`config.mk`:
```
export PLATFORM = sky130hd
export DESIGN_NAME = ccnet_feeder
export DESIGN_NICKNAME = d
export VERILOG_FILES = /design/src/rtl/ccnet_pkg.sv /design/src/rtl/ccnet_feeder.sv
export SDC_FILE = /design/constraint.sdc
export NUM_CORES = 1
export LEC_CHECK = 0
export BUFFER_PORTS_ARGS = -buffer_cell sky130_fd_sc_hd__buf_4
export CAP_MARGIN = 20
export CORE_AREA = 2 2 118 120
export DETAILED_ROUTE_END_ITERATION = 10
export DIE_AREA = 0 0 120 122
export PLACE_DENSITY = 0.51
export SLEW_MARGIN = 20
export SYNTH_ARGS = -nofsm -noshare
export SYNTH_HDL_FRONTEND = slang
export SYNTH_SLANG_ARGS = --single-unit
```
`constraint.sdc`:
```
create_clock -name clk -period 5.1 [get_ports clk]
set_input_delay 0.765 -clock clk [delete_from_list [all_inputs] [get_ports clk]]
set_output_delay 0.765 -clock clk [all_outputs]
set_load 0.03 [all_outputs]
```
`src/rtl/ccnet_pkg.sv`:
```
`default_nettype none

package ccnet_pkg;

   ////////////////////////////////////////////////////////////////////////////
   // sizes
   localparam int N_DRV    = 6;                  // drivers, also stage count
   localparam int QDEPTH   = 4;                  // drain queue, initial credits
   localparam int CREDIT_W = 3;
   localparam int QPTR_W   = $clog2(QDEPTH);

   typedef logic [15:0]         volt_t;          // mV
   typedef logic [23:0]         ohm_t;           // ohm, 0 is open
   typedef logic [1:0]          rp_sel_t;
   typedef logic [CREDIT_W-1:0] credit_t;
   typedef logic [QPTR_W-1:0]   qptr_t;

   ////////////////////////////////////////////////////////////////////////////
   // thresholds and driver constants
   localparam volt_t COMP_MV    = 16'd550;
   localparam volt_t SINK_OK_MV = 16'd1000;
   localparam volt_t SINK_NG_MV = 16'd400;

   localparam ohm_t  RD_OHM     = 24'd5_100;     // partner pull-down
   localparam ohm_t  VCONN_OHM  = 24'd10;        // 50mA at 0.5V drop
   localparam volt_t VCONN_MV   = 16'd5000;
   localparam ohm_t  IO_OHM     = 24'd200;       // open-drain VOL
   localparam ohm_t  BMC_OHM    = 24'd350;
   localparam volt_t BMC_MV     = 16'd1125;
   localparam ohm_t  LEAK_OHM   = 24'd900_000;
   localparam volt_t RP_MV      = 16'd3300;
   localparam ohm_t  RP_DEF_OHM = 24'd36_000;    // default usb power
   localparam ohm_t  RP_1A5_OHM = 24'd12_000;
   localparam ohm_t  RP_3A0_OHM = 24'd4_700;

   ////////////////////////////////////////////////////////////////////////////
   // bundles
   typedef struct packed {
      logic    rp_en;
      rp_sel_t rp_sel;
      logic    vconn_en;
      logic    io_low;
      logic    tx_en;
      logic    tx_dat;
      logic    partner_rd;
   } cc_req_t;

   typedef struct packed {
      logic  en;
      ohm_t  r;
      volt_t v;
   } drv_t;

   typedef struct packed {
      volt_t v;
      ohm_t  r;
   } net_t;

   typedef struct packed {
      logic                   valid;
      drv_t [N_DRV-1:0]       drv;
      net_t                   net;
   } pipe_t;

   typedef struct packed {
      volt_t v_cc;
      ohm_t  r_cc;
      logic  comp;
      logic  sink_tx_ok;
      logic  sink_tx_ng;
   } cc_res_t;

endpackage

`default_nettype wire
```
`src/rtl/ccnet_feeder.sv`:
```
`timescale 1ns/10ps
`default_nettype none

module ccnet_feeder (
   input  wire                     clk,
   input  wire                     rst_n,
   input  wire                     req_valid,
   input  wire ccnet_pkg::cc_req_t req,
   output logic                    req_ready,
   input  wire                     credit_ret,
   output ccnet_pkg::pipe_t        pipe_out
);

   ccnet_pkg::drv_t [ccnet_pkg::N_DRV-1:0] tab_d;
   ccnet_pkg::drv_t [ccnet_pkg::N_DRV-1:0] tab_q;
   ccnet_pkg::ohm_t                         rp_ohm;
   ccnet_pkg::credit_t                      credit_cnt;
   logic                                    vld_q;
   logic                                    accept;

   assign req_ready = (credit_cnt != '0);        // one free queue slot per credit
   assign accept    = req_valid & req_ready;

   ////////////////////////////////////////////////////////////////////////////
   // driver table decode
   always_comb begin
      case (req.rp_sel)
         2'd0:    rp_ohm = ccnet_pkg::RP_DEF_OHM;
         2'd1:    rp_ohm = ccnet_pkg::RP_1A5_OHM;
         default: rp_ohm = ccnet_pkg::RP_3A0_OHM;
      endcase
   end

   always_comb begin
      tab_d[0] = '{en: req.partner_rd, r: ccnet_pkg::RD_OHM, v: '0};
      tab_d[1] = '{en: req.rp_en, r: rp_ohm, v: ccnet_pkg::RP_MV};
      tab_d[2] = '{en: req.vconn_en, r: ccnet_pkg::VCONN_OHM, v: ccnet_pkg::VCONN_MV};
      tab_d[3] = '{en: req.io_low, r: ccnet_pkg::IO_OHM, v: '0};
      tab_d[4].en = req.tx_en;                   // bmc driver
      tab_d[4].r  = ccnet_pkg::BMC_OHM;
      tab_d[4].v  = req.tx_dat ? ccnet_pkg::BMC_MV : ccnet_pkg::volt_t'(0);
      tab_d[5] = '{en: 1'b1, r: ccnet_pkg::LEAK_OHM, v: '0};
   end

   ////////////////////////////////////////////////////////////////////////////
   // stage 0 register
   always_ff @(posedge clk or negedge rst_n) begin
      if (!rst_n) begin
         vld_q <= 1'b0;
      end else begin
         vld_q <= accept;
      end
   end

   always_ff @(posedge clk) begin
      if (accept) begin
         tab_q <= tab_d;
      end
   end

   assign pipe_out = '{valid: vld_q, drv: tab_q, net: '0};   // network starts open

   ////////////////////////////////////////////////////////////////////////////
   // credits
   always_ff @(posedge clk or negedge rst_n) begin
      if (!rst_n) begin
         credit_cnt <= ccnet_pkg::credit_t'(ccnet_pkg::QDEPTH);
      end else if (accept != credit_ret) begin   // both at once cancel out
         if (accept) begin
            credit_cnt <= credit_cnt - 1'b1;
         end else begin
            credit_cnt <= credit_cnt + 1'b1;
         end
      end
   end

endmodule

`default_nettype wire

```
==> impl_metrics.json, run 1 <==
{
  "worstSetupStartpointType": "flip-flop",
  "die-height_um": 122,
  "grt_max_degree": 13,
  "total_power_mw": 0.853,
  "placement.cell_area_um2": 2120,
  "synth_top_flop_cell": "edfxtp_1",
  "critPathMaxStageDelay_ns": 0.60,
  "globalRoute.totalOverflow": 0,
  "synth_common_cells": "277 x buf_4, 11 x edfxtp_1, 5 x inv_1, 5 x nor2_1, 4 x nand2_1",
  "synth_seq_area_share": 0.158,
  "cell_count_of_the_worst_reg_to_reg_path": 7,
  "critical_path_cell_count": 3,
  "count_of_final_hold_check_violations": 0,
  "setup_slack_of_the_most_critical_reg_to_reg_path_ns": 3.22,
  "ys_types": 25,
  "drc": 0,
  "postCtsSetupBuffers": 0,
  "grt_setup_unrepaired": "no",
  "timing.hold.ws_ns": 0.295,
  "grt_antenna_before_repair": 0,
  "drive_gt1_frac": 0.116,
  "max_clock_freq_ghz": 0.517,
  "ir_worst_vdd_v": 0.000161,
  "syn_inst": 330,
  "clock_tree_from_tritoncts": "built",
  "numCtsBuffers": 3,
  "rr_startpoint": "credit_cnt[2]",
  "critPathBufInv": 2,
  "timing.critical_path.max_delay_family": "flip-flops",
  "area_growth_pct": -19.7,
  "worst_ep_arrival_time_ns": 1.17,
  "critical_path_required_ns": 4.34,
  "timing.max_slew.rel_slack": 0.531,
  "worst_setup_path_startpoint": "credit_cnt[2]",
  "async_flop_share": 0.267,
  "min_path_type": "input pin to async pin",
  "post-route-worst-setup-slack_ns": 3.17,
  "status": "complete, no violations",
  "num_rows": 43,
  "layout_worst_path_cycle_share": 0.379,
  "kind_of_end_point_of_the_critical_path": "primary output",
  "crit_end": "req_ready",
  "finalNetCount": 366,
  "critical-path-slowest-cell": "dfstp_2",
  "io_buf_count": 35,
  "cts-htree-levels": 1,
  "antenna_cells": 0,
  "post_drt_wl_per_cell_um": 6.27,
  "yosysWarnings": 0,
  "dp_hpwl_mm": 2.93,
  "drt_first_pass_iters": 4,
  "wl_mm": 3.33,
  "dr_total_vias": 1179,
  "timing.final.crit_period_ns": 1.93,
  "cp_cell_sequence": "inv_2, nand2_1, buf_4",
  "start_util": 0.203,
  "cts_root_buffer": "clkbuf_16",
  "setup_viol": 0,
  "r2r-end": "credit_cnt[2]",
  "clock_skew_ns": 0.00143,
  "synth_most_common_cell": "buf_4",
  "grt_pass1_vias": 553,
  "drt-initial-drc-count": 8,
  "grt_pass1_wl_mm": 3.30,
  "drt-vias-per-instance": 2.22,
  "grtUsageTotal": 0.0334,
  "timing.max_cap.violations": 0,
  "synth.cell_area_um2": 2740,
  "finalMaxSlewViolations": 0,
  "synth_largest_type_area_fraction": 0.760,
  "clkSlewWorstSetupHoldPaths_ns": 0.06,
  "clk_lat_worst_skew_ns": 0.26,
  "crit_fanout": 8,
  "tightest_slew_ns": 0.704,
  "ioPinCount": 300,
  "core_um2": 13500,
  "place_ws_ns": 3.06,
  "ys_ff_latch": 15,
  "antenna_violating_nets_post_route": 0,
  "cts-root-to-sink-buffers": 2,
  "critPathKind": "flip-flop to primary output",
  "holdBufCountCts": 0,
  "numClockSinks": 15,
  "yosys.area.top_type": "buf_4",
  "floorplan.die.width_um": 120,
  "gp_congestion": 0.585,
  "ctsResizeCount": 0,
  "floorplan.die_area_um2": 14600,
  "syn_avg_cell_area_um2": 8.29,
  "setup_tns_final_ns": 0,
  "finish.instance_area_um2": 2200,
  "p_leak_nw": 1.31,
  "number_of_flops_mapped_to_enable_cells_by_yosys": 11,
  "power_density_over_the_cells_nw_per_um2": 388,
  "synth.area.top_cells": "buf_4 76%, edfxtp_1 12%, dfrtp_1 2.7%, dfstp_2 0.96%, fa_1 0.73%"
}
[cells by family (layout without fill, tap and decap cells)]
| family | after synthesis | count (layout) | synth area share |
|---|---|---|---|
| buffers and inverters | 285 | 45 | 0.771 |
| and+or+nand+nor | 16 | 16 | 0.0288 |
| DFF | 15 | 15 | 0.158 |
| AOI/OAI and AO/OA | 10 | 10 | 0.0288 |
| other | 2 | 264 | 0.00274 |
| adders and majority gates | 1 | 1 | 0.00732 |
| xor gates and xnor gates | 1 | 1 | 0.00320 |
[where the power goes]
group | switching [mW] | internal, mW | total (mW)
combinational | 0.395 | 0.0963 | 0.492
sequential | 0.0266 | 0.168 | 0.195
clock | 0.0601 | 0.107 | 0.167
total | 0.482 | 0.371 | 0.853
[cells in the final DEF, fill, tap and decap left out, drive strengths merged, types with 2 or more instances in the layout]
cell type,count
nor2b,2
o21ai,3
nor2,5
buf,35
nand2b,3
conb,264
inv,6
edfxtp,11
nand2,4
dfrtp,3
o31ai,2
clkbuf,4
[worst min path at each step]
stage          startpoint       endpoint  slack (ns)
4_1_cts             rst_n  credit_cnt[1]        0.29
2_1_floorplan       rst_n  credit_cnt[0]        0.47
5_1_grt             rst_n  credit_cnt[1]        0.28
3_5_place_dp        rst_n          vld_q        0.57
6_report            rst_n  credit_cnt[1]        0.29
3_3_place_gp        rst_n          vld_q        0.57
[cell type report]
class | instances | area [um2]
fill | 1559 | 11300
multi-input combinational | 292 | 1180
sequential | 15 | 432
timing repair buffer | 35 | 263
tap | 180 | 225
clock buffer | 4 | 78.8
inverter | 6 | 22.5
[metrics by stage]
stage | std cells | utilization
floorplan | 592 | -
detailed placement | 528 | 0.157
CTS | 532 | 0.163
finish | 532 | 0.163
global placement | 528 | 0.157
global route | 532 | 0.163
[per-layer routing]
layer	vias up	global-route usage	part of all wire
met5	-	0	0
met4	0	0.0199	0.019
met3	5	0.0187	0.20
met2	145	0.0533	0.50
met1	516	0.0345	0.28
li1	513	-	-
[flip-flops by register name, summed over array words and instances (netlist names)]
register / flops
vld_q: 1
pipe_out: 11
credit_cnt: 3
Note: power is estimated with default switching activity, not from simulation.
==> run 2: changes to the inputs <==
- ABC_AREA: unset -> 1
- PLACE_DENSITY: 0.51 -> 0.5
- clock period: 5.1 -> 1.9 ns (I/O delays scaled with it)
==> impl_metrics.json, run 2 <==
{
  "number_of_flip_flops_in_the_largest_register": 11,
  "globalRoute.totalOverflow": 0,
  "floorplan.die_area_um2": 14600,
  "area_growth_pct": -18.6,
  "layoutNonFillerInstCount": 531,
  "drc": 0,
  "ys_ff_latch": 15,
  "critical-path-top-cell-by-count": "inv_1",
  "setup_slack_of_the_most_critical_reg_to_reg_path_ns": 0.42,
  "syn_inst": 324,
  "synth_top_flop_cell": "edfxtp_1",
  "dpl.cell_count": 526,
  "timing.max_cap.violations": 0,
  "number_of_flops_mapped_to_enable_cells_by_yosys": 11,
  "grt_pass1_vias": 544,
  "layout_worst_path_cycle_share": 0.781,
  "p_leak_nw": 1.35,
  "power_density_over_the_cells_nw_per_um2": 1030,
  "ioPinCount": 300,
  "dr_total_vias": 1119,
  "wl_mm": 2.84,
  "floorplan.die.width_um": 120,
  "min_path_type": "input pin to flip-flop",
  "use_met3": 0.0145,
  "clkSlewWorstSetupHoldPaths_ns": 0.05,
  "met2_track_demand_over_resource_in_global_routing": 0.0437,
  "async_flop_share": 0.267,
  "critPathMaxStageDelay_ns": 0.52,
  "globalRoute.busiestLayer": "met2",
  "cp_cell_sequence": "inv_1, nand2_2, nand2_4, fa_1, inv_1, nand2_1, o21ai_1",
  "clock_skew_ns": 0.00255,
  "synth.cell_area_um2": 2680,
  "setup_tns_final_ns": 0,
  "status": "complete, no violations",
  "synth.area.top_cells": "buf_4 77%, edfxtp_1 12%, dfrtp_1 2.8%, inv_1 1.4%, dfstp_2 0.98%",
  "die-height_um": 122,
  "grt_antenna_before_repair": 0,
  "count_of_final_hold_check_violations": 0,
  "finalMaxSlewViolations": 0,
  "drt_first_pass_iters": 4,
  "critical_path_required_ns": 2.03,
  "numClockSinks": 15,
  "gp_congestion": 0.590,
  "grt_max_degree": 10,
  "most-common-layout-cells": "264 x conb_1, 37 x buf_4, 11 x edfxtp_1",
  "critPathKind": "flip-flop to flip-flop",
  "r2r-end": "credit_cnt[1]",
  "timing.critical_path.max_delay_family": "flip-flops",
  "core_um2": 13500,
  "synth_common_cells": "276 x buf_4, 11 x edfxtp_1, 10 x inv_1, 7 x nand2_1",
  "synth_seq_area_share": 0.161,
  "max_clock_freq_ghz": 0.674,
  "synth_most_common_cell": "buf_4",
  "drt-vias-per-instance": 2.11,
  "layout.cells.most_common": "conb_1",
  "dp_hpwl_mm": 2.65,
  "numCtsBuffers": 3,
  "drt-initial-drc-count": 13,
  "m1_gr_usage": 0.0289,
  "post_drt_wl_per_cell_um": 5.35,
  "kind_of_end_point_of_the_critical_path": "flip-flop",
  "antenna_violating_nets_post_route": 0,
  "yosysWarnings": 0,
  "grt_setup_unrepaired": "no",
  "cts-root-to-sink-buffers": 2,
  "ir_worst_vdd_v": 0.000349,
  "clk_lat_worst_skew_ns": 0.25,
  "ys_types": 16,
  "synth_largest_type_area_fraction": 0.773,
  "critical-path-slowest-cell": "dfstp_2",
  "crit_end": "credit_cnt[1]",
  "num_rows": 43,
  "cts-htree-levels": 1,
  "timing.final.crit_period_ns": 1.48,
  "drive_gt1_frac": 0.140,
  "syn_avg_cell_area_um2": 8.27,
  "cell_count_of_the_worst_reg_to_reg_path": 7,
  "grt_pass1_wl_mm": 2.95,
  "critical_path_cell_count": 7,
  "critPathBufInv": 2,
  "cts_root_buffer": "clkbuf_16",
  "worstSetupStartpointType": "flip-flop",
  "worst_ep_arrival_time_ns": 1.62,
  "crit_fanout": 3,
  "grtUsageTotal": 0.0279,
  "antenna_cells": 0,
  "start_util": 0.198,
  "io_buf_count": 35,
  "rr_startpoint": "credit_cnt[2]",
  "yosys.area.top_type": "buf_4",
  "finalNetCount": 365,
  "worst_setup_path_startpoint": "credit_cnt[2]",
  "clock_tree_from_tritoncts": "built",
  "setup_viol": 0
}
[run 2: cell types whose count changed after synthesis, sizes merged, moves of 2 or more]
cell	before	now
o21ai	3	1
nand2b	3	0
buf	278	276
nor2	5	3
nor2b	2	0
nand2	4	12
inv	6	10
o31ai	2	0
nand3	0	3
[run 2: report_power, final]
group	switching [mW]	total, mW	internal, mW
logic	1.09	1.32	0.228
clock network	0.144	0.425	0.282
registers	0.0503	0.510	0.460
total	1.29	2.26	0.969
[run 2: worst min-delay path by stage]
stage / from / endpoint / slack, ns / cells past startpoint
finish: req[4] / pipe_out[162] / 0.21 / 1
global route: req[7] / pipe_out[121] / 0.20 / 1
detailed placement: rst_n / credit_cnt[0] / 0.09 / 1
CTS: req[4] / pipe_out[162] / 0.20 / 1
global placement: rst_n / credit_cnt[0] / 0.09 / 1
floorplan: rst_n / credit_cnt[0] / -0.01 / 0
[run 2: cell type report]
type	count	area [um2]
timing repair buffer	38	288
clock buffer	3	75.1
inverter	10	37.5
clock inverter	1	5.00
fill	1540	11300
tap	180	225
sequential	15	432
multi-input combinational	284	1120
[run 2: layer usage]
metal / up-vias / wire (um)
li1: 488 / -
met1: 478 / 730
met2: 149 / 1420
met3: 4 / 642
met4: 0 / 49
met5: - / 0
[run 2: cell families (layout without fill, tap and decap cells)]
group | Yosys count | count (layout) | share of synthesized area
flops | 15 | 15 | 0.161
other cells | 2 | 264 | 0.00280
buf+inv | 287 | 52 | 0.789
simple gates | 18 | 18 | 0.0378
compound gates | 1 | 1 | 0.00187
fa+ha+maj | 1 | 1 | 0.00747
[run 2: through the flow]
| stage | setup WS (ns) | utilization | area (um2) | hold slack, ns | power, mW |
|---|---|---|---|---|---|
| 2_1_floorplan | 0.338 | - | 3660 | -0.0106 | 2.07 |
| 3_3_place_gp | 0.437 | 0.155 | 2090 | 0.0897 | 1.84 |
| 3_5_place_dp | 0.410 | 0.155 | 2090 | 0.0864 | 1.84 |
| 4_1_cts | 0.409 | 0.161 | 2180 | 0.204 | 2.27 |
| 5_1_grt | 0.319 | 0.161 | 2180 | 0.202 | 2.39 |
| 6_report | 0.416 | 0.161 | 2180 | 0.209 | 2.26 |
[run 2: timing repair]
item                                   CTS  global route
endpoints found under the hold margin    4             0
hold buffers                             1             0
setup buffers                            0             0
setup endpoints to repair                0             0
resized for setup                        0             0
==> run 3: changes to the inputs <==
- clock period: 1.9 -> 1.55 ns (I/O delays scaled with it)
==> impl_metrics.json, run 3 (synthesized netlist as in run 2, its figures left out) <==
{
  "setup_tns_final_ns": 0,
  "critPathKind": "flip-flop to flip-flop",
  "most-common-layout-cells": "264 x conb_1, 35 x buf_4, 11 x edfxtp_1",
  "clock_skew_ns": 0.00409,
  "grt_antenna_before_repair": 0,
  "start_util": 0.198,
  "setup_viol": 0,
  "dr_total_vias": 1102,
  "area_growth_pct": -18.2,
  "drive_gt1_frac": 0.137,
  "ir_worst_vdd_v": 0.000534,
  "kind_of_end_point_of_the_critical_path": "flip-flop",
  "gp_congestion": 0.642,
  "timing.max_cap.violations": 0,
  "timing.hold.ws_ns": 0.163,
  "cts-htree-levels": 1,
  "finalNetCount": 364,
  "fillers": 1540,
  "layout.cells.most_common": "conb_1",
  "die-height_um": 122,
  "power_density_over_the_cells_nw_per_um2": 1270,
  "worst_ep_arrival_time_ns": 1.63,
  "cts-root-to-sink-buffers": 2,
  "grt_setup_unrepaired": "no",
  "floorplan.die_area_um2": 14600,
  "cts_root_buffer": "clkbuf_16",
  "ioPinCount": 300,
  "worstSetupStartpointType": "flip-flop",
  "grtUsageTotal": 0.0270,
  "max_clock_freq_ghz": 0.666,
  "drt_first_pass_iters": 3,
  "crit_fanout": 3,
  "drc": 0,
  "clkSlewWorstSetupHoldPaths_ns": 0.05,
  "critical_path_required_ns": 1.68,
  "drt-initial-drc-count": 3,
  "number_of_flip_flops_in_the_largest_register": 11,
  "floorplan.die.width_um": 120,
  "finalMaxSlewViolations": 0,
  "p_leak_nw": 1.35,
  "dp_hpwl_mm": 2.78,
  "globalRoute.totalOverflow": 0,
  "status": "complete, no violations",
  "antenna_violating_nets_post_route": 0,
  "core_um2": 13500,
  "layout_worst_path_cycle_share": 0.969,
  "min_path_type": "input pin to flip-flop",
  "clock_tree_from_tritoncts": "built",
  "numCtsBuffers": 3,
  "numClockSinks": 15,
  "count_of_final_hold_check_violations": 0,
  "grt_max_degree": 12,
  "grt_pass1_wl_mm": 2.86,
  "antenna_cells": 0,
  "io_buf_count": 35,
  "postCtsSetupBuffers": 0,
  "clk_lat_worst_skew_ns": 0.24,
  "timing.final.crit_period_ns": 1.50,
  "num_rows": 43,
  "grt_pass1_vias": 511,
  "post_drt_wl_per_cell_um": 5.58,
  "drt-vias-per-instance": 2.08,
  "wl_mm": 2.96
}
-- run 3: cell types whose count changed in the layout (fill, tap and decap cells not counted), sizes merged --
cell    previous run  this run
buf               37        36
clkinv             1         0
clkbuf             3         4
-- run 3: stage by stage --
| stage | setup slack [ns] | cell area (um2) | cells | utilization | total power, mW |
|---|---|---|---|---|---|
| 2_1_floorplan | 0.0473 | 3670 | 586 | - | 2.56 |
| 3_3_place_gp | 0.100 | 2100 | 525 | 0.155 | 2.28 |
| 3_5_place_dp | 0.0749 | 2100 | 525 | 0.155 | 2.28 |
| 4_1_cts | 0.0699 | 2190 | 530 | 0.162 | 2.81 |
| 5_1_grt | 0.00343 | 2190 | 530 | 0.162 | 2.94 |
| 6_report | 0.0480 | 2190 | 530 | 0.162 | 2.79 |
-- run 3: metal layers --
layer / up-vias / track usage / wire length, um
met5: - / 0 / 0
met4: 0 / 0.0132 / 18
met3: 2 / 0.0178 / 681
met2: 144 / 0.0415 / 1480
met1: 467 / 0.0284 / 782
li1: 489 / - / -
-- run 3: final timing paths --
kind                                from             to  slack (ns)  cells past startpoint
max                        credit_cnt[2]  credit_cnt[1]        0.05                      7
min                               req[0]   pipe_out[80]        0.16                      1
max reg2reg                credit_cnt[2]  credit_cnt[1]        0.05                      7
min reg2reg                credit_cnt[2]  credit_cnt[2]        0.46                      2
max in group asynchronous          rst_n  credit_cnt[2]        1.05                      2
min in group asynchronous          rst_n  credit_cnt[1]        0.31                      2
-- run 3: worst max-delay path, cell delays in order, from the launching register on --
cell and delay (ns):
dfstp_2 0.52, inv_1 0.07, nand2_4 0.08, nand2_4 0.07, fa_2 0.51, inv_1 0.04
nand2_1 0.05, o21ai_1 0.05
-- run 3: repair_timing --
action                     CTS  global route
hold buffers                 1             0
setup endpoints to repair    0             1
resized for setup            0             1
hold endpoints to repair     4             0
-- run 3: where the power goes --
group | leakage [nW] | switching, mW | internal (mW)
registers | 0.153 | 0.0613 | 0.564
clock network | 0.0382 | 0.158 | 0.348
logic | 1.16 | 1.36 | 0.299
total | 1.35 | 1.58 | 1.21
-- run 3: layout make-up --
| type | count | area (um2) | area share |
|---|---|---|---|
| well taps | 180 | 225 | 0.103 |
| repair buffers | 37 | 293 | 0.134 |
| multi-input cells | 284 | 1120 | 0.513 |
| inverters | 10 | 37.5 | 0.0171 |
| flip-flops and latches | 15 | 432 | 0.197 |
| clock buffers | 4 | 78.8 | 0.0360 |
