## config.mk

```make
export PLATFORM = sky130hd
export DESIGN_NAME = ccnet_drain
export DESIGN_NICKNAME = d
export VERILOG_FILES = /design/src/rtl/ccnet_pkg.sv /design/src/rtl/ccnet_drain.sv
export SDC_FILE = /design/constraint.sdc
export NUM_CORES = 1
export LEC_CHECK = 0
export BUFFER_PORTS_ARGS = -buffer_cell sky130_fd_sc_hd__buf_2
export CAP_MARGIN = 0
export CORE_MARGIN = 2
export CORE_UTILIZATION = 35
export CTS_BUF_LIST = sky130_fd_sc_hd__clkbuf_8
export CTS_CLUSTER_DIAMETER = 100
export CTS_CLUSTER_SIZE = 10
export DETAILED_ROUTE_END_ITERATION = 16
export PLACE_DENSITY = 0.67
export RECOVER_POWER = 100
export SLEW_MARGIN = 40
export SYNTH_ARGS = -nofsm -noshare
export SYNTH_HDL_FRONTEND = slang
export SYNTH_SLANG_ARGS = --single-unit
```

## constraint.sdc

```tcl
create_clock -name clk -period 2.9 [get_ports clk]
set_clock_uncertainty 0.2 [all_clocks]
set_input_delay 0.58 -clock clk [delete_from_list [all_inputs] [get_ports clk]]
set_output_delay 0.58 -clock clk [all_outputs]
set_load 0.05 [all_outputs]
```

## src/rtl/ccnet_pkg.sv

```systemverilog
`default_nettype none

package ccnet_pkg;

   ////////////////////////////////////////////////////////////////////////////
   // sizes
   localparam int N_DRV    = 6;                  // drivers, also stage count
   localparam int QDEPTH   = 4;                  // drain queue, initial credits
   localparam int CREDIT_W = 3;
   localparam int QPTR_W   = $clog2(QDEPTH);

   typedef logic [15:0]         volt_t;          // mV
   typedef logic [23:0]         ohm_t;           // ohm, 0 is open
   typedef logic [1:0]          rp_sel_t;
   typedef logic [CREDIT_W-1:0] credit_t;
   typedef logic [QPTR_W-1:0]   qptr_t;

   ////////////////////////////////////////////////////////////////////////////
   // thresholds and driver constants
   localparam volt_t COMP_MV    = 16'd550;
   localparam volt_t SINK_OK_MV = 16'd1000;
   localparam volt_t SINK_NG_MV = 16'd400;

   localparam ohm_t  RD_OHM     = 24'd5_100;     // partner pull-down
   localparam ohm_t  VCONN_OHM  = 24'd10;        // 50mA at 0.5V drop
   localparam volt_t VCONN_MV   = 16'd5000;
   localparam ohm_t  IO_OHM     = 24'd200;       // open-drain VOL
   localparam ohm_t  BMC_OHM    = 24'd350;
   localparam volt_t BMC_MV     = 16'd1125;
   localparam ohm_t  LEAK_OHM   = 24'd900_000;
   localparam volt_t RP_MV      = 16'd3300;
   localparam ohm_t  RP_DEF_OHM = 24'd36_000;    // default usb power
   localparam ohm_t  RP_1A5_OHM = 24'd12_000;
   localparam ohm_t  RP_3A0_OHM = 24'd4_700;

   ////////////////////////////////////////////////////////////////////////////
   // bundles
   typedef struct packed {
      logic    rp_en;
      rp_sel_t rp_sel;
      logic    vconn_en;
      logic    io_low;
      logic    tx_en;
      logic    tx_dat;
      logic    partner_rd;
   } cc_req_t;

   typedef struct packed {
      logic  en;
      ohm_t  r;
      volt_t v;
   } drv_t;

   typedef struct packed {
      volt_t v;
      ohm_t  r;
   } net_t;

   typedef struct packed {
      logic                   valid;
      drv_t [N_DRV-1:0]       drv;
      net_t                   net;
   } pipe_t;

   typedef struct packed {
      volt_t v_cc;
      ohm_t  r_cc;
      logic  comp;
      logic  sink_tx_ok;
      logic  sink_tx_ng;
   } cc_res_t;

endpackage

`default_nettype wire
```

## src/rtl/ccnet_drain.sv

```systemverilog
`timescale 1ns/10ps
`default_nettype none

module ccnet_drain (
   input  wire                   clk,
   input  wire                   rst_n,
   input  wire ccnet_pkg::pipe_t pipe_in,
   output logic                  res_valid,
   input  wire                   res_ready,
   output ccnet_pkg::cc_res_t    res,
   output logic                  credit_ret
);

   ccnet_pkg::cc_res_t res_d;
   ccnet_pkg::cc_res_t mem [ccnet_pkg::QDEPTH];
   ccnet_pkg::qptr_t   wr_ptr;
   ccnet_pkg::qptr_t   rd_ptr;
   ccnet_pkg::credit_t count;
   ccnet_pkg::volt_t   v_fin;
   logic               push;
   logic               pop;

   ////////////////////////////////////////////////////////////////////////////
   // comparator and sink tx decode
   assign v_fin = pipe_in.net.v;

   always_comb begin
      res_d.v_cc       = v_fin;
      res_d.r_cc       = pipe_in.net.r;
      res_d.comp       = (v_fin > ccnet_pkg::COMP_MV);
      res_d.sink_tx_ok = (v_fin >= ccnet_pkg::SINK_OK_MV);
      res_d.sink_tx_ng = (v_fin > ccnet_pkg::SINK_NG_MV) &&
                         (v_fin < ccnet_pkg::SINK_OK_MV);
   end

   ////////////////////////////////////////////////////////////////////////////
   // result queue
   assign push      = pipe_in.valid;             // credits keep it from overflow
   assign res_valid = (count != '0);
   assign pop       = res_valid & res_ready;
   assign res       = mem[rd_ptr];               // head stays put until popped

   always_ff @(posedge clk) begin
      if (push) begin
         mem[wr_ptr] <= res_d;
      end
   end

   // pointers wrap on their own, QDEPTH is a power of two
   always_ff @(posedge clk or negedge rst_n) begin
      if (!rst_n) begin
         wr_ptr <= '0;
         rd_ptr <= '0;
      end else begin
         if (push) begin
            wr_ptr <= wr_ptr + 1'b1;
         end
         if (pop) begin
            rd_ptr <= rd_ptr + 1'b1;
         end
      end
   end

   always_ff @(posedge clk or negedge rst_n) begin
      if (!rst_n) begin
         count <= '0;
      end else if (push != pop) begin
         if (push) begin
            count <= count + 1'b1;
         end else begin
            count <= count - 1'b1;
         end
      end
   end

   ////////////////////////////////////////////////////////////////////////////
   // credit return, one pulse per pop
   always_ff @(posedge clk or negedge rst_n) begin
      if (!rst_n) begin
         credit_ret <= 1'b0;
      end else begin
         credit_ret <= pop;
      end
   end

endmodule

`default_nettype wire

```

==> results of run 1 <==
==> sequential cells by signal, summed over array words and instances, names as in the netlist <==
| name | count |
|---|---|
| count | 3 |
| rd_ptr | 2 |
| wr_ptr | 2 |
| credit_ret | 1 |
| mem | 172 |
==> cell usage in the layout (no fill, tap or decap), types with 4 or more instances in the layout <==
cell | synthesis | layout
buf_2 | 3 | 19
bufinv_16 | 0 | 4
clkbuf_1 | 1 | 44
clkbuf_2 | 0 | 30
clkbuf_8 | 0 | 17
dfrtp_1 | 8 | 6
edfxtp_1 | 172 | 172
ha_1 | 4 | 4
inv_1 | 3 | 6
mux4_2 | 43 | 43
nand2_1 | 4 | 5
xnor2_1 | 3 | 4
==> path summary, 6_finish.rpt <==
| check | startpoint | endpoint | slack, ns | depth (start not counted) |
|---|---|---|---|---|
| hold / removal | pipe_in[18] | mem[3][21]$_DFFE_PP_ | 0.21 | 1 |
| setup / recovery | rd_ptr[1]$_DFFE_PN0P_ | res[41] | 0.12 | 3 |
| max in group asynchronous | rst_n | rd_ptr[0]$_DFFE_PN0P_ | 1.76 | 2 |
| min in group asynchronous | rst_n | count[2]$_DFFE_PN0P_ | 0.41 | 2 |
| setup reg to reg | wr_ptr[0]$_DFFE_PN0P_ | mem[0][21]$_DFFE_PP_ | 0.29 | 4 |
| hold reg to reg | wr_ptr[0]$_DFFE_PN0P_ | wr_ptr[0]$_DFFE_PN0P_ | 0.33 | 1 |
==> power by group through the flow <==
stage	sequential, mW	clock, mW	combinational [mW]
2_1_floorplan	3.56	0	2.79
3_3_place_gp	3.62	0	3.73
3_5_place_dp	3.65	0	3.73
4_1_cts	3.60	1.78	3.74
5_1_grt	3.65	1.88	3.79
6_report	3.60	1.73	3.57
==> what timing repair did <==
action,4_1_cts,5_1_grt
setup buffers,0,0
hold buffers,1,0
hold endpoints to repair,8,0
==> per-layer routing <==
| layer | up-vias | routed length, µm |
|---|---|---|
| met3 | 7 | 1570 |
| met4 | 0 | 59 |
| met2 | 98 | 6220 |
| li1 | 1388 | - |
| met1 | 1667 | 5450 |
| met5 | - | 0 |
==> final cells by class <==
type / instances / area, µm²
clock buffers: 17 / 234
clock inverters: 13 / 169
fillers: 1685 / 10900
inverters: 4 / 15.0
multi-input cells: 87 / 1290
flip-flops and latches: 180 / 5370
well taps: 260 / 325
repair buffers: 99 / 494
==> through the flow <==
stage	hold slack (ns)	setup slack, ns	instance area, µm²	instances	utilization
6_report	0.205	0.122	7900	660	0.419
5_1_grt	0.173	0.0130	7900	660	0.419
4_1_cts	0.113	0.0664	8070	660	0.429
3_5_place_dp	0.231	0.452	7660	629	0.407
3_3_place_gp	0.230	0.402	7660	629	0.407
2_1_floorplan	0.0844	0.382	6780	282	-
==> cells by family after synthesis <==
logic type,after synthesis
fa+ha+maj,5
buf+inv,15
xor+xnor,5
flops,180
simple gates,27
mux,44
compound gates,6
==> flow_summary_export.csv, run 1 <==
group,metric,value,unit
floorplan,num_io_pins,335,
power_and_ir_drop,p_per_area,1130,nW/µm²
power_and_ir_drop,power.share.combinational,0.401,
setup_path,cp_slowest_cell,"dfrtp_2",
final_layout,fin_nets,684,
synth,synth_top_area_frac,0.762,
timing,hold_viol,0,
timing,layout_min_cycle_time,2.78,ns
synth,synth_compound_area_frac,0.00664,
timing,rsz0062_at_grt,"false",
synth,synth_fa_ha_area_frac,0.0103,
synth,synth_seq_area_share,0.791,
floorplan,rows,50,
power_and_ir_drop,irDropWorstVdd,0.750,mV
synth,synth-async-reset-ratio,0.0444,
cts,cts_resized,0,
timing,worst_pin_slew,1.34,ns
detailed_routing,wirelength,13.3,mm
synth,synthMuxAreaShare,0.144,
floorplan,start_util,0.360,
detailed_routing,drt_iter0_drc,266,
synth,yosysTopAreaCell,"edfxtp_1",
detailed_routing,num_vias,3160,
timing,setup-violations-final,0,
run,maxCapViolations,0,
detailed_routing,drt-vias-per-instance,4.79,
detailed_routing,firstDrtPassIters,4,
placed_design,dpl.hpwl,8.40,mm
cts,cts_buffer_depth,2,
detailed_routing,final_antenna_net_count,0,
global_routing,grt_use_met3,0.0832,
synth,synth_edf_count,172,
synth,synth_area_leaders,"edfxtp_1, mux4_2, dfrtp_1, ha_1, buf_4",
synth,synth_top_family_by_area,"multiplexers",
synth,synthCells,282,
synth,synth_xor_area_frac,0.00923,
setup_path,worstPathMaxFanout,22,
global_routing,grt_usage,0.138,
setup_path,critical_path_class,"flip-flop to output pin",
cts,cts_tree,"built",
power_and_ir_drop,p_int,5.38,mW
synth,syn-num-nets,577,
global_routing,grt_pass1_wl,20.3,mm
global_routing,antenna_found_initial,1,
setup_path,cp_data_required_time,2.12,ns
global_routing,grtUsageMet2,0.209,
power_and_ir_drop,total_power,8.90,mW
timing,min_period_over_period,0.958,
final_layout,drive_above_1_share,0.328,
floorplan,dieArea,20500,µm²
setup_path,path_buf_inv,2,
synth,synthMostInstantiatedCell,"edfxtp_1",
floorplan,die-width,143,µm
setup_path,crit_family,"flip-flops",
cts,root_buffer,"clkbuf_8",
cts,cts_sinks,180,
power_and_ir_drop,p_clk_frac,0.195,
placed_design,numPortBuffers,88,
setup_path,critical_path_arrival,2.00,ns
synth,ys_seq_elements,180,
status,status,"finished, final reports clean",
detailed_routing,drc,0,
global_routing,grt_pass1_vias,3440,
setup_path,crit_chain,"buf_12 > mux4_2 > clkbuf_2",
global_routing,grt_overflow,0,
power_and_ir_drop,p_leak,2.56,nW
global_routing,grt_use_met1,0.167,
setup_path,cp-start-kind,"flip-flop",
power_and_ir_drop,sw_frac_of_total,0.395,
synth,yosys.area_share.simple,0.0271,
global_routing,grt_max_degree,44,
cts,path_clk_slew,0.08,ns
worst_hold_path,hold_path.class,"input port to flip-flop",
synth,ys_types,36,
global_routing,grt_busiest_layer,"met2",
placed_design,gp_congestion,0.744,
power_and_ir_drop,seq_power_share,0.404,
synth,synth_area,6780,µm²
final_layout,syn2layout_area_growth,16.5,%
synth,synthFlopType,"edfxtp_1",
timing,drv_slew,0,
timing,slew_headroom,0.106,
cts,cts_buffers,17,
floorplan,fp.dieH,143,µm
synth,avgSynthCellArea,24.0,µm²
floorplan,core-area,18800,µm²
cts,htree_levels,4,
timing,clock.fmax,0.360,GHz
cts,clock_latency,0.44,ns
synth,synthTopCellsByCount,"edfxtp_1, mux4_2, dfrtp_1",
setup_path,slowest_delay,0.70,ns
power_and_ir_drop,switchingPower,3.52,mW
detailed_routing,routedWlPerCell,20.2,µm
final_layout,num_antenna_cells,0,
setup_path,endpoint_kind,"output pin",
synth,yosysWarnings,0,
timing,fin_tns_setup,0,ns
Note: power is estimated with default switching activity, not from simulation.
==> run 2: changes to the inputs <==
Settings changed: CORE_MARGIN 2 to 8.
==> run 2 against run 1 <==
Effect of this change:
- maximum frequency is 0.37% lower
- cell area rose by 0.92%
- global-route usage decreased by 2.4 points
- worst hold slack got worse by 0.018 ns
- total power grew 1.2%
- combinational power up 4%
- highest routed layer unchanged
==> flow_summary_export.csv, run 2 (same netlist as run 1, synthesis figures left out) <==
group,metric,value,unit
cts,cts_tree,"built",
setup_path,cp-start-kind,"flip-flop",
timing,hold_viol,0,
global_routing,grt_pass1_wl,20.4,mm
global_routing,antenna_found_initial,0,
setup_path,path_buf_inv,3,
cts,root_buffer,"clkbuf_8",
worst_hold_path,hold_path.class,"input port to flip-flop",
floorplan,dieArea,24100,µm²
final_layout,largest_registers,"mem: 172 flops, count: 3 flops",
timing,setup-violations-final,0,
timing,clock.fmax,0.359,GHz
detailed_routing,drt-vias-per-instance,4.85,
detailed_routing,firstDrtPassIters,4,
cts,clock_latency,0.45,ns
cts,htree_levels,4,
final_layout,syn2layout_area_growth,17.5,%
final_layout,regMostFlops,"mem",
floorplan,rows,51,
placed_design,dpl.hpwl,8.08,mm
timing,fin_tns_setup,0,ns
detailed_routing,final_antenna_net_count,0,
cts,path_clk_slew,0.09,ns
final_layout,drive_above_1_share,0.346,
global_routing,grt_overflow,0,
floorplan,num_io_pins,335,
cts,cts_buffers,17,
floorplan,fp.dieH,155,µm
worst_hold_path,hold_depth,1,
timing,worst_hold_slack,0.188,ns
power_and_ir_drop,p_per_area,1130,nW/µm²
floorplan,start_util,0.353,
detailed_routing,drc,0,
final_layout,layout_common_cells,"edfxtp_1, mux4_2, clkbuf_1, clkbuf_2, clkbuf_8",
setup_path,slowest_delay,0.52,ns
final_layout,multi_input_area,1290,µm²
cts,cts_buffer_depth,2,
power_and_ir_drop,p_leak,2.60,nW
detailed_routing,wirelength,13.3,mm
timing,slew_headroom,0.0901,
global_routing,grt_max_degree,44,
setup_path,crit_chain,"buf_4 > buf_12 > mux4_2 > clkbuf_2",
timing,rsz0062_at_grt,"false",
cts,cts_sinks,180,
final_layout,fin_util,0.415,
floorplan,die-width,155,µm
setup_path,worstPathMaxFanout,12,
setup_path,cp_data_required_time,2.12,ns
final_layout,num_antenna_cells,0,
global_routing,grt_usage,0.114,
global_routing,grt_pass1_vias,3607,
final_layout,n_fill_cell,1717,
final_layout,regArea,5370,µm²
status,status,"finished, final reports clean",
power_and_ir_drop,total_power,9.01,mW
timing,layout_min_cycle_time,2.79,ns
timing,drv_slew,0,
setup_path,critical_path_arrival,2.01,ns
timing,min_period_over_period,0.962,
detailed_routing,drt_iter0_drc,225,
setup_path,critical_path_class,"flip-flop to output pin",
timing,worst_pin_slew,1.36,ns
setup_path,worstRegToRegCells,4,
detailed_routing,num_vias,3247,
setup_path,endpoint_kind,"output pin",
floorplan,core-area,19200,µm²
run,maxCapViolations,0,
final_layout,largest_reg_flops,172,
placed_design,gp_congestion,0.751,
final_layout,fin_nets,687,
power_and_ir_drop,irDropWorstVdd,0.554,mV
setup_path,crit_family,"buffers and inverters",
placed_design,numPortBuffers,88,
final_layout,final_common_cell,"edfxtp_1",
setup_path,cp_slowest_cell,"mux4_2",
setup_path,path_depth,4,
detailed_routing,routedWlPerCell,19.8,µm
run 2: changes by cell type in the layout (fill, tap and decap cells not counted), moves of 2 or more:
cell / before / now
buf_2: 19 / 6
clkbuf_2: 30 / 43
inv_6: 0 / 3
buf_12: 2 / 5
buf_4: 1 / 3
clkinv_1: 2 / 0
clkinv_4: 1 / 3
run 2: path summary, 6_finish.rpt:
kind                                             from                     to  slack (ns)
worst max register to register  wr_ptr[1]$_DFFE_PN0P_   mem[1][14]$_DFFE_PP_        0.49
max in group asynchronous                       rst_n  rd_ptr[0]$_DFFE_PN0P_        1.72
worst min-delay path                       pipe_in[0]    mem[3][3]$_DFFE_PP_        0.19
worst min register to register   count[0]$_DFFE_PN0P_   count[0]$_DFFE_PN0P_        0.33
min in group asynchronous                       rst_n   count[1]$_DFFE_PN0P_        0.39
worst max-delay path            rd_ptr[0]$_DFFE_PN0P_                 res[7]        0.11
run 2: per-stage QoR:
stage	setup WS (ns)	cells	cell area (µm²)
2_1_floorplan	0.382	282	6780
3_3_place_gp	0.405	633	7660
3_5_place_dp	0.402	633	7660
4_1_cts	0.0736	670	8140
5_1_grt	0.0167	670	7970
6_report	0.111	670	7970
run 2: layer usage:
metal  wire length (µm)  up-vias  share of wire  track usage
li1                   -     1401              -            -
met1               5790     1712           0.44        0.145
met2               6440      124           0.49        0.183
met3                895       10          0.067       0.0374
met4                131        0         0.0099       0.0379
met5                  0        -              0            0
run 2: final cells by class:
type | count | area share
Tap cell | 265 | 0.0416
Sequential cell | 180 | 0.674
Clock inverter | 15 | 0.0228
Timing Repair Buffer | 102 | 0.0686
Clock buffer | 17 | 0.0294
Inverter | 4 | 0.00188
Multi-Input combinational cell | 87 | 0.162
run 2: repair_timing:
action,CTS,global route
hold buffers,1,0
endpoints found under the hold margin,8,0
gates resized for setup,0,0
setup endpoints to repair,31,0
buffers inserted,4,0
run 2: power breakdown:
part | internal (mW) | switching (mW) | total [mW]
Clock | 0.861 | 0.889 | 1.75
Combinational | 1.14 | 2.56 | 3.71
Sequential | 3.42 | 0.128 | 3.55
Total | 5.43 | 3.58 | 9.01
==> run 3: changes to the inputs <==
Settings changed: REMOVE_ABC_BUFFERS from default to 1.
==> run 3 against run 2 <==
Effect of this change:
- combinational power shrank 2%
- sequential share of layout area shrank 0.34 points
- clock-buffer cell count is the same
- clock power is essentially flat
- critical path depth shrank 1
- routed wire length grew 0.52%
- critical path type unchanged
- largest power group unchanged
- worst hold slack gained 0.0011 ns
==> flow_summary_export.csv, run 3 (same netlist as run 1, synthesis figures left out) <==
group,metric,value,unit
final_layout,fin_cells,674,
floorplan,fp.dieH,155,µm
detailed_routing,num_vias,3175,
setup_path,crit_chain,"buf_12 > mux4_2 > clkbuf_2",
worst_hold_path,min_from,"pipe_in[23]",
timing,layout_min_cycle_time,2.78,ns
floorplan,rows,51,
placed_design,dpl.hpwl,9.27,mm
detailed_routing,drt-vias-per-instance,4.71,
cts,cts_buffers,17,
global_routing,antenna_found_initial,1,
status,status,"finished, final reports clean",
run,maxCapViolations,0,
final_layout,n_fill_cell,1710,
placed_design,numPortBuffers,88,
final_layout,final_common_cell,"edfxtp_1",
placed_design,gp_congestion,0.748,
timing,clock.fmax,0.359,GHz
cts,clock_latency,0.45,ns
setup_path,cp_data_required_time,2.12,ns
worst_hold_path,hold_depth,1,
final_layout,largest_registers,"mem: 172 flops, count: 3 flops",
setup_path,cp-start-kind,"flip-flop",
setup_path,r2r_end,"mem[2][29]$_DFFE_PP_",
global_routing,grt_overflow,0,
final_layout,fin_util,0.417,
setup_path,worstRegToRegCells,4,
detailed_routing,final_antenna_net_count,0,
global_routing,grt_use_met1,0.139,
cts,htree_levels,4,
worst_hold_path,hold_end,"mem[0][26]$_DFFE_PP_",
worst_hold_path,hold_path.class,"input port to flip-flop",
cts,path_clk_slew,0.09,ns
power_and_ir_drop,irDropWorstVdd,0.578,mV
final_layout,largest_reg_flops,172,
final_layout,regArea,5370,µm²
final_layout,fin_nets,690,
final_layout,multi_input_area,1290,µm²
floorplan,dieArea,24100,µm²
final_layout,drive_above_1_share,0.336,
power_and_ir_drop,p_leak,2.62,nW
global_routing,grtUsageMet2,0.191,
floorplan,die-width,155,µm
timing,setup-violations-final,0,
setup_path,rr_startpoint,"wr_ptr[0]$_DFFE_PN0P_",
final_layout,layout_common_cells,"edfxtp_1, clkbuf_1, mux4_2",
cts,cts_tree,"built",
global_routing,grt_use_met3,0.0441,
global_routing,grt_pass1_vias,3580,
global_routing,grt_busiest_layer,"met2",
cts,cts_buffer_depth,2,
timing,hold_viol,0,
detailed_routing,wirelength,13.3,mm
setup_path,path_buf_inv,2,
setup_path,critical_path_class,"flip-flop to output pin",
floorplan,num_io_pins,335,
floorplan,start_util,0.353,
global_routing,grt_max_degree,30,
timing,min_period_over_period,0.960,
detailed_routing,routedWlPerCell,19.8,µm
cts,cts_sinks,180,
detailed_routing,drc,0,
placed_design,placed_cells_incl_taps,637,
setup_path,cp_slowest_cell,"mux4_2",
final_layout,syn2layout_area_growth,18.1,%
detailed_routing,drt_iter0_drc,204,
setup_path,path_depth,3,
timing,slew_headroom,0.181,
timing,drv_slew,0,
floorplan,core-area,19200,µm²
setup_path,crit_family,"multiplexers",
setup_path,worstPathMaxFanout,18,
detailed_routing,firstDrtPassIters,4,
final_layout,regMostFlops,"mem",
power_and_ir_drop,p_per_area,1120,nW/µm²
timing,rsz0062_at_grt,"false",
setup_path,r2r_slack,0.33,ns
setup_path,critical_path_arrival,2.00,ns
setup_path,slowest_delay,0.54,ns
global_routing,grt_usage,0.116,
global_routing,grt_pass1_wl,20.6,mm
timing,worst_pin_slew,1.23,ns
setup_path,endpoint_kind,"output pin",
cts,root_buffer,"clkbuf_8",
## run 3: cell count changes in the layout (fill, tap and decap cells not counted), moves of 2 or more
cell,previous run,this run
and2_0,0,3
and2_2,4,1
clkinv_1,0,3
clkinv_4,3,0
buf_4,3,5
buf_6,0,2
clkbuf_2,43,41
## run 3: cell type report
| type | instances | share of cell area |
|---|---|---|
| tap | 265 | 0.0414 |
| antenna | 1 | 0.000312 |
| clock buffer | 17 | 0.0292 |
| sequential | 180 | 0.670 |
| multi-input combinational | 87 | 0.162 |
| clock inverter | 15 | 0.0233 |
| inverter | 4 | 0.00187 |
| timing repair buffer | 105 | 0.0719 |
## run 3: what timing repair did
| item | in CTS | in global routing |
|---|---|---|
| endpoints found under the setup margin | 2 | 1 |
| gates resized for setup | 1 | 0 |
| buffers inserted | 0 | 3 |
| hold buffers | 1 | 0 |
| endpoints found under the hold margin | 8 | 0 |
| gates cloned | 0 | 0 |
## run 3: worst reg2reg max path, delay by kind of cell (launching register included)
kind / cells / cell delay [ns]
AND/OR/NAND/NOR: 1 / 0.93
adder cells (fa/ha/maj): 1 / 0.13
flip-flops: 1 / 0.43
buffers and inverters: 2 / 0.53
## run 3: report_power, final
group	total, mW	switching [mW]	internal, mW
Sequential	3.59	0.185	3.40
Clock	1.78	0.845	0.933
Combinational	3.62	2.48	1.14
Total	8.99	3.51	5.48
## run 3: worst max-delay path by stage
stage / startpoint / to / slack, ns
after global placement: pipe_in[286] / count[2]$_DFFE_PN0P_ / 0.44
after CTS: rd_ptr[0]$_DFFE_PN0P_ / res[9] / 0.02
after detailed placement: pipe_in[286] / count[2]$_DFFE_PN0P_ / 0.40
after global routing: rd_ptr[0]$_DFFE_PN0P_ / res[37] / 0.01
final: rd_ptr[0]$_DFFE_PN0P_ / res[37] / 0.12
after floorplan: rd_ptr[0]$_DFFE_PN0P_ / res[0] / -0.52
## run 3: through the flow
step / instance area, µm² / hold slack [ns] / setup WS (ns) / TNS, ns / power, mW
after floorplan: 6720 / 0.0844 / -0.519 / -22.32 / 6.31
after global placement: 7690 / 0.225 / 0.444 / 0 / 7.32
after detailed placement: 7690 / 0.238 / 0.402 / 0 / 7.38
after CTS: 8120 / 0.104 / 0.0173 / 0 / 9.16
after global routing: 8010 / 0.161 / 0.0121 / 0 / 9.43
final: 8010 / 0.189 / 0.116 / 0 / 8.99
## run 3: routing by layer
metal / routed length [µm] / vias up / part of all wire
li1: - / 1418 / -
met1: 5740 / 1654 / 0.43
met2: 6580 / 88 / 0.49
met3: 885 / 13 / 0.066
met4: 108 / 2 / 0.0081
met5: 13 / - / 0.00098
